==> src/cpu_config.svh <==
`ifndef CPU_CONFIG_SVH
`define CPU_CONFIG_SVH

// data cache geometry
// power-of-two count of one-word lines
`define CPU_DCACHE_LINES 16

// bus RAM size in 32-bit words
// addresses wrap modulo this size
`define CPU_BUS_RAM_WORDS 256

// cycles from first request cycle to ready
`define CPU_BUS_LATENCY 2

// width of the record tag
// tag 0 is what o_data holds after reset
`define CPU_TAG_BITS 4

`endif
==> src/cpu_pkg.sv <==
`default_nettype none

`include "cpu_config.svh"

package cpu_pkg;

	// access width of a load or store
	typedef enum logic [1:0] {
		MEM_BYTE = 2'd0,
		MEM_HALF = 2'd1,
		MEM_WORD = 2'd2
	} mem_width_t;

	// record from the execute stage
	typedef struct packed {
		logic [`CPU_TAG_BITS-1:0] tag;
		logic mem_read;
		logic mem_write;
		logic mem_flush;
		logic mem_signed;
		mem_width_t mem_width;
		logic [31:0] mem_address;
		// store data or pass-through value
		logic [31:0] rd;
		logic [4:0] inst_rd;
	} execute_data_t;

	// completed record
	typedef struct packed {
		logic [`CPU_TAG_BITS-1:0] tag;
		logic [31:0] rd;
		logic [4:0] inst_rd;
	} memory_data_t;

	// bus command with rw high for a write
	typedef struct packed {
		logic request;
		logic rw;
		logic [31:0] address;
		logic [31:0] wdata;
	} bus_req_t;

	typedef struct packed {
		logic ready;
		logic [31:0] rdata;
	} bus_rsp_t;

endpackage

`default_nettype wire

==> src/cpu_memory.sv <==
`timescale 1ns/1ns
`default_nettype none

module cpu_memory (
	input wire i_clock,
	input wire i_reset,

	output cpu_pkg::bus_req_t o_bus_req,
	input wire cpu_pkg::bus_rsp_t i_bus_rsp,

	input wire cpu_pkg::execute_data_t i_data,
	output cpu_pkg::memory_data_t o_data,
	output logic o_busy
);

	typedef enum logic [2:0] {
		S_IDLE,
		S_READ,
		S_WRITE_WORD,
		S_RMW_READ,
		S_RMW_WRITE,
		S_FLUSH
	} state_t;

	state_t state;
	cpu_pkg::memory_data_t data;
	logic new_record;

	logic cache_request;
	logic cache_rw;
	logic cache_flush;
	logic cache_ready;
	logic [31:0] cache_address;
	logic [31:0] cache_wdata;
	logic [31:0] cache_rdata;

	logic [1:0] byte_offset;
	logic [31:0] load_shifted;
	logic [31:0] load_value;
	logic [31:0] rmw_word;
	logic [31:0] store_mask;
	logic [31:0] store_merged;

	cpu_dcache u_dcache (
		.i_clock(i_clock),
		.i_reset(i_reset),
		.i_request(cache_request),
		.i_rw(cache_rw),
		.i_flush(cache_flush),
		.i_address(cache_address),
		.i_wdata(cache_wdata),
		.o_ready(cache_ready),
		.o_rdata(cache_rdata),
		.o_bus_req(o_bus_req),
		.i_bus_rsp(i_bus_rsp)
	);

	assign new_record = i_data.tag != data.tag;
	assign o_busy = new_record && (i_data.mem_read || i_data.mem_write || i_data.mem_flush);
	assign o_data = data;

	assign byte_offset = i_data.mem_address[1:0];
	assign cache_address = {i_data.mem_address[31:2], 2'b00};
	assign cache_rw = (state == S_WRITE_WORD) || (state == S_RMW_WRITE);
	assign cache_flush = state == S_FLUSH;
	assign cache_wdata = (state == S_RMW_WRITE) ? store_merged : i_data.rd;

	always_comb begin
		load_shifted = cache_rdata >> {byte_offset, 3'b000};
		case (i_data.mem_width)
			cpu_pkg::MEM_BYTE:
				load_value = {{24{i_data.mem_signed & load_shifted[7]}}, load_shifted[7:0]};
			cpu_pkg::MEM_HALF:
				load_value = {{16{i_data.mem_signed & load_shifted[15]}}, load_shifted[15:0]};
			default:
				load_value = cache_rdata;
		endcase
	end

	// merge the narrow store into the word read back
	always_comb begin
		store_mask = (i_data.mem_width == cpu_pkg::MEM_BYTE) ? 32'h0000_00ff : 32'h0000_ffff;
		store_merged = (rmw_word & ~(store_mask << {byte_offset, 3'b000}))
			| ((i_data.rd & store_mask) << {byte_offset, 3'b000});
	end

	always_ff @(posedge i_clock) begin
		if (i_reset) begin
			state <= S_IDLE;
			cache_request <= 1'b0;
			data <= '0;
		end
		else begin
			case (state)
				S_IDLE: begin
					if (new_record) begin
						if (i_data.mem_read) begin
							cache_request <= 1'b1;
							state <= S_READ;
						end
						else if (i_data.mem_write) begin
							cache_request <= 1'b1;
							if (i_data.mem_width == cpu_pkg::MEM_WORD)
								state <= S_WRITE_WORD;
							else
								state <= S_RMW_READ;
						end
						else if (i_data.mem_flush) begin
							cache_request <= 1'b1;
							state <= S_FLUSH;
						end
						else begin
							data <= '{tag: i_data.tag, rd: i_data.rd, inst_rd: i_data.inst_rd};
						end
					end
				end
				S_READ: begin
					if (cache_ready) begin
						cache_request <= 1'b0;
						data <= '{tag: i_data.tag, rd: load_value, inst_rd: i_data.inst_rd};
						state <= S_IDLE;
					end
				end
				S_RMW_READ: begin
					if (cache_ready) begin
						cache_request <= 1'b0;
						state <= S_RMW_WRITE;
					end
				end
				S_RMW_WRITE: begin
					// one idle request cycle between the two transactions
					if (!cache_request) begin
						cache_request <= 1'b1;
					end
					else if (cache_ready) begin
						cache_request <= 1'b0;
						data <= '{tag: i_data.tag, rd: i_data.rd, inst_rd: i_data.inst_rd};
						state <= S_IDLE;
					end
				end
				S_WRITE_WORD, S_FLUSH: begin
					if (cache_ready) begin
						cache_request <= 1'b0;
						data <= '{tag: i_data.tag, rd: i_data.rd, inst_rd: i_data.inst_rd};
						state <= S_IDLE;
					end
				end
				default: begin
					cache_request <= 1'b0;
					state <= S_IDLE;
				end
			endcase
		end
	end

	always_ff @(posedge i_clock) begin
		if (state == S_RMW_READ && cache_ready)
			rmw_word <= cache_rdata;
	end

	assert property (@(posedge i_clock) disable iff (i_reset)
		(new_record && (i_data.mem_read || i_data.mem_write)
			&& i_data.mem_width == cpu_pkg::MEM_HALF) |-> !i_data.mem_address[0]);

	// the record must not change while its transaction runs
	assert property (@(posedge i_clock) disable iff (i_reset)
		(state != S_IDLE) |-> $stable(i_data));

endmodule

`default_nettype wire

==> src/cpu_dcache.sv <==
`timescale 1ns/1ns
`default_nettype none

`include "cpu_config.svh"

module cpu_dcache (
	input wire i_clock,
	input wire i_reset,

	input wire i_request,
	input wire i_rw,
	input wire i_flush,
	input wire [31:0] i_address,
	input wire [31:0] i_wdata,
	output logic o_ready,
	output logic [31:0] o_rdata,

	output cpu_pkg::bus_req_t o_bus_req,
	input wire cpu_pkg::bus_rsp_t i_bus_rsp
);

	localparam int LINES = `CPU_DCACHE_LINES;
	localparam int INDEX_BITS = $clog2(LINES);
	localparam int TAG_BITS = 30 - INDEX_BITS;

	typedef enum logic [1:0] {
		C_IDLE,
		C_WRITEBACK,
		C_FILL,
		C_FLUSH
	} state_t;

	state_t state;
	logic ready;
	logic [31:0] rdata;

	logic [LINES-1:0] line_valid;
	logic [LINES-1:0] line_dirty;
	logic [TAG_BITS-1:0] line_tag [LINES];
	logic [31:0] line_data [LINES];

	logic [INDEX_BITS-1:0] flush_index;
	logic [INDEX_BITS-1:0] index;
	logic [TAG_BITS-1:0] tag;
	logic hit;
	logic flush_dirty;
	logic accept;
	logic read_hit;
	logic write_hit;
	logic fill_done;
	cpu_pkg::bus_req_t bus_req;

	assign index = i_address[INDEX_BITS+1:2];
	assign tag = i_address[31:INDEX_BITS+2];
	assign hit = line_valid[index] && (line_tag[index] == tag);
	assign flush_dirty = line_valid[flush_index] && line_dirty[flush_index];

	// ready cycle still sees the held request, so skip it
	assign accept = (state == C_IDLE) && i_request && !ready && !i_flush;
	assign read_hit = accept && hit && !i_rw;
	assign write_hit = accept && hit && i_rw;
	assign fill_done = (state == C_FILL) && i_bus_rsp.ready;

	assign o_ready = ready;
	assign o_rdata = rdata;
	assign o_bus_req = bus_req;

	always_comb begin
		bus_req = '0;
		case (state)
			C_WRITEBACK: begin
				bus_req.request = 1'b1;
				bus_req.rw = 1'b1;
				bus_req.address = {line_tag[index], index, 2'b00};
				bus_req.wdata = line_data[index];
			end
			C_FILL: begin
				bus_req.request = 1'b1;
				bus_req.address = {i_address[31:2], 2'b00};
			end
			C_FLUSH: begin
				// clean lines are only invalidated
				bus_req.request = flush_dirty;
				bus_req.rw = 1'b1;
				bus_req.address = {line_tag[flush_index], flush_index, 2'b00};
				bus_req.wdata = line_data[flush_index];
			end
			default: begin
				bus_req = '0;
			end
		endcase
	end

	always_ff @(posedge i_clock) begin
		if (i_reset) begin
			state <= C_IDLE;
			ready <= 1'b0;
			line_valid <= '0;
			line_dirty <= '0;
			flush_index <= '0;
		end
		else begin
			ready <= 1'b0;
			case (state)
				C_IDLE: begin
					if (i_request && !ready) begin
						if (i_flush) begin
							flush_index <= '0;
							state <= C_FLUSH;
						end
						else if (hit) begin
							ready <= 1'b1;
							if (i_rw)
								line_dirty[index] <= 1'b1;
						end
						else if (line_valid[index] && line_dirty[index])
							state <= C_WRITEBACK;
						else
							state <= C_FILL;
					end
				end
				C_WRITEBACK: begin
					if (i_bus_rsp.ready) begin
						line_dirty[index] <= 1'b0;
						state <= C_FILL;
					end
				end
				C_FILL: begin
					// back to idle, where the access now hits
					if (i_bus_rsp.ready) begin
						line_valid[index] <= 1'b1;
						line_dirty[index] <= 1'b0;
						state <= C_IDLE;
					end
				end
				C_FLUSH: begin
					if (!flush_dirty || i_bus_rsp.ready) begin
						line_valid[flush_index] <= 1'b0;
						line_dirty[flush_index] <= 1'b0;
						flush_index <= flush_index + 1'b1;
						if (flush_index == INDEX_BITS'(LINES - 1)) begin
							ready <= 1'b1;
							state <= C_IDLE;
						end
					end
				end
				default: begin
					state <= C_IDLE;
				end
			endcase
		end
	end

	always_ff @(posedge i_clock) begin
		if (fill_done) begin
			line_data[index] <= i_bus_rsp.rdata;
			line_tag[index] <= tag;
		end
		else if (write_hit) begin
			line_data[index] <= i_wdata;
		end
		if (read_hit)
			rdata <= line_data[index];
	end

	// the requester holds its request through the ready cycle
	assert property (@(posedge i_clock) disable iff (i_reset)
		o_ready |-> i_request);

endmodule

`default_nettype wire

==> config.mk <==
export PLATFORM = sky130hd
export DESIGN_NAME = cpu_memory
export DESIGN_NICKNAME = d
export VERILOG_FILES = /design/src/cpu_pkg.sv /design/src/cpu_memory.sv /design/src/cpu_dcache.sv
export VERILOG_INCLUDE_DIRS = /design/src
export SDC_FILE = /design/constraint.sdc
export NUM_CORES = 2
export LEC_CHECK = 0
export ABC_AREA = 0
export BUFFER_PORTS_ARGS = -buffer_cell sky130_fd_sc_hd__buf_2
export CAP_MARGIN = 5
export CORE_UTILIZATION = 60
export DETAILED_ROUTE_END_ITERATION = 10
export PLACE_DENSITY_LB_ADDON = 0.3
export RECOVER_POWER = 25
export SLEW_MARGIN = 20
export SYNTH_ARGS = -nofsm -noshare
export SYNTH_HDL_FRONTEND = slang
export SYNTH_HIERARCHICAL = 1
export SYNTH_SLANG_ARGS = --single-unit
==> constraint.sdc <==
create_clock -name i_clock -period 7.4 [get_ports i_clock]
set_clock_uncertainty 0.15 [all_clocks]
set_input_delay 0.74 -clock i_clock [delete_from_list [all_inputs] [get_ports i_clock]]
set_output_delay 0.74 -clock i_clock [all_outputs]
set_load 0.005 [all_outputs]
==> run metrics <==
Hold WC Path Type primary input to register; root buf cell clkbuf_16; Clock Sinks 1080; Most common cell on crit path buf_4; Wirelength per Cell 36.1 um; H-tree Lvls 3; port bufs 219; starting density of the core 60.9%; worst slew pin tran 2.17 ns; series of cell instances along the critical path buf_4, nand2_1, o22ai_1, o32ai_1, a2111oi_0, nand4_1, a211oi_1, nand4b_2, o21ai_0, buf_4, nor2b_4, buf_4; Clock Latency Late Sink 0.70 ns; most common cell after layout, fill and taps aside edfxtp_1; Remaining DRCs 0; final hold vios 0; Max Fanout on Critical Path 49; Hold-fix buffers, CTS 0; detailed placer's ending HPWL 92600 um; number of core rows 107; DRT antenna net count 0; Pre-Repair DR Iteration Count 7; setup TNS 0 ns; peak supply drop 299 uV; Max-slew headroom -44.5%; Die Ht 297 um; Post-Route Utilization 68.0%; PD cells 266 nW/um^2; vias in the first global route 33100; Worst R2R Start u_dcache/line_tag[7][19]$_DFFE_PP_; Crit-path slowest cell buf_4; static leakage 18.3 nW; CTS tree built; max-cap violation count 3; Vias/cell 7.56; vias 33300; r2r setup slk 1.90 ns; fmax 0.168 GHz; Hold EP o_data[2]$_SDFFE_PP0P_; Tcrit/Tclk final 80.6%; GP Congestion 0.977; Worst setup EP type register; YS warnings 6; initial DRC count 5188; most frequent cells in the layout 992 x edfxtp_1, 534 x mux4_2, 170 x buf_2; global route total overflow 0; Hold Path Depth 3; cts repair resizes 0; CP peak stage delay 0.70 ns; setup bufs post-CTS 0; initial antenna violation count 15; width of the die 297 um; failing checks max-capacitance violations, max-slew violations; post-layout min period 5.97 ns; layout cells sized above 1 33.6%; CP startpoint kind primary input; Mean Syn Cell Area 17.3 um^2; HP Start i_data[2]; Final #Nets 3286; outcome finished with violations; first-pass GRT wire length 230000 um; Layout area overhead 11.7%; Bufs and invs on worst path 3; total clock buffers created by CTS 109; IO Count 222; global-route usage over all layers 36.1%; largest net degree at the start of global routing 149; Crit path max-delay family compound AO/OA/AOI/OAI gates; unrepaired setup endpoints after global routing false; max-slew violation count 116; Synth Instances 3009; WS Path Type primary input to register; Worst EP arrival 6.18 ns; DRT Wirelength 159000 um; Core Box Area 85700 um^2; Final setup viols 0; R2R depth 11; Worst-path clk slew 0.06 ns; Longest Clk Path Bufs 3; Cell Area, Synth 52200 um^2; fill cell count 5334; die area 88100 um^2; Required @ worst endpoint 7.61 ns; Reg2Reg Capture Point u_dcache/line_data[5][27]$_DFFE_PP_
-- worst register-to-register path, cell delays in order (launching register included) --
cell and delay (ns):
edfxtp_1 0.40, mux4_2 0.50, mux2i_1 0.41, o32ai_1 0.18
a2111oi_0 0.57, nand4_1 0.16, a211oi_1 0.70, nand4b_2 0.47
o21ai_0 0.28, buf_4 0.25, nor2b_4 0.68, buf_4 0.40
-- registers in the layout, indices dropped and copies added (netlist names), named ones only --
signal / count
u_dcache/line_data: 512
u_dcache/line_tag: 416
o_data: 41
rmw_word: 32
u_dcache/o_rdata: 32
u_dcache/line_dirty: 16
u_dcache/line_valid: 16
u_dcache/flush_index: 4
state: 3
u_dcache/state: 2
cache_request: 1
u_dcache/o_ready: 1
-- layer usage --
metal | global-route usage (%) | wire (um)
met5 | 0 | 76
met2 | 54.7 | 72700
met4 | 15.0 | 7550
met1 | 48.9 | 54100
met3 | 11.5 | 24400
-- stage by stage --
| stage | cells | worst slack [ns] | cell area (um^2) | total power, mW | hold WS, ns |
|---|---|---|---|---|---|
| 6_report | 4405 | 1.43 | 58300 | 15.5 | 0.190 |
| 5_1_grt | 4404 | 1.30 | 58300 | 15.9 | 0.195 |
| 4_1_cts | 4402 | 1.65 | 58300 | 15.5 | 0.163 |
| 3_5_place_dp | 4197 | 0.996 | 54600 | 9.72 | 0.296 |
| 3_3_place_gp | 4197 | 1.14 | 54600 | 9.66 | 0.289 |
| 2_1_floorplan | 3010 | 1.69 | 52200 | 8.92 | 0.276 |
-- worst max-delay path by stage --
| stage | startpoint | slack (ns) | end | cells after the start |
|---|---|---|---|---|
| final | i_data[41] | 1.43 | u_dcache/line_data[5][27]$_DFFE_PP_ | 12 |
| after global placement | i_data[41] | 1.14 | u_dcache/line_data[5][21]$_DFFE_PP_ | 12 |
| after CTS | i_data[39] | 1.65 | u_dcache/line_data[5][27]$_DFFE_PP_ | 14 |
| after global routing | i_data[39] | 1.30 | u_dcache/line_data[12][27]$_DFFE_PP_ | 14 |
| after floorplan | i_data[40] | 1.69 | u_dcache/line_data[10][0]$_DFFE_PP_ | 13 |
| after detailed placement | i_data[39] | 1.0 | u_dcache/line_data[5][12]$_DFFE_PP_ | 14 |
-- power by group --
part           internal [mW]  total [mW]  switching, mW  leakage, nW
Clock                   3.37        5.82           2.45         1.83
Combinational           1.26        2.74           1.48         6.85
Sequential              6.77        6.91          0.145         9.64
-- layout make-up --
cell class	count	area, um^2	share of cell area [%]
Timing Repair Buffer	294	1690	2.89
Clock buffer	128	2810	4.82
Antenna cell	3	7.51	0.0129
Sequential cell	1080	31600	54.2
Clock inverter	77	957	1.64
Tap cell	1144	1430	2.46
Inverter	30	113	0.193
Multi-Input combinational cell	1649	19700	33.8
Note: power is estimated with default switching activity, not from simulation.
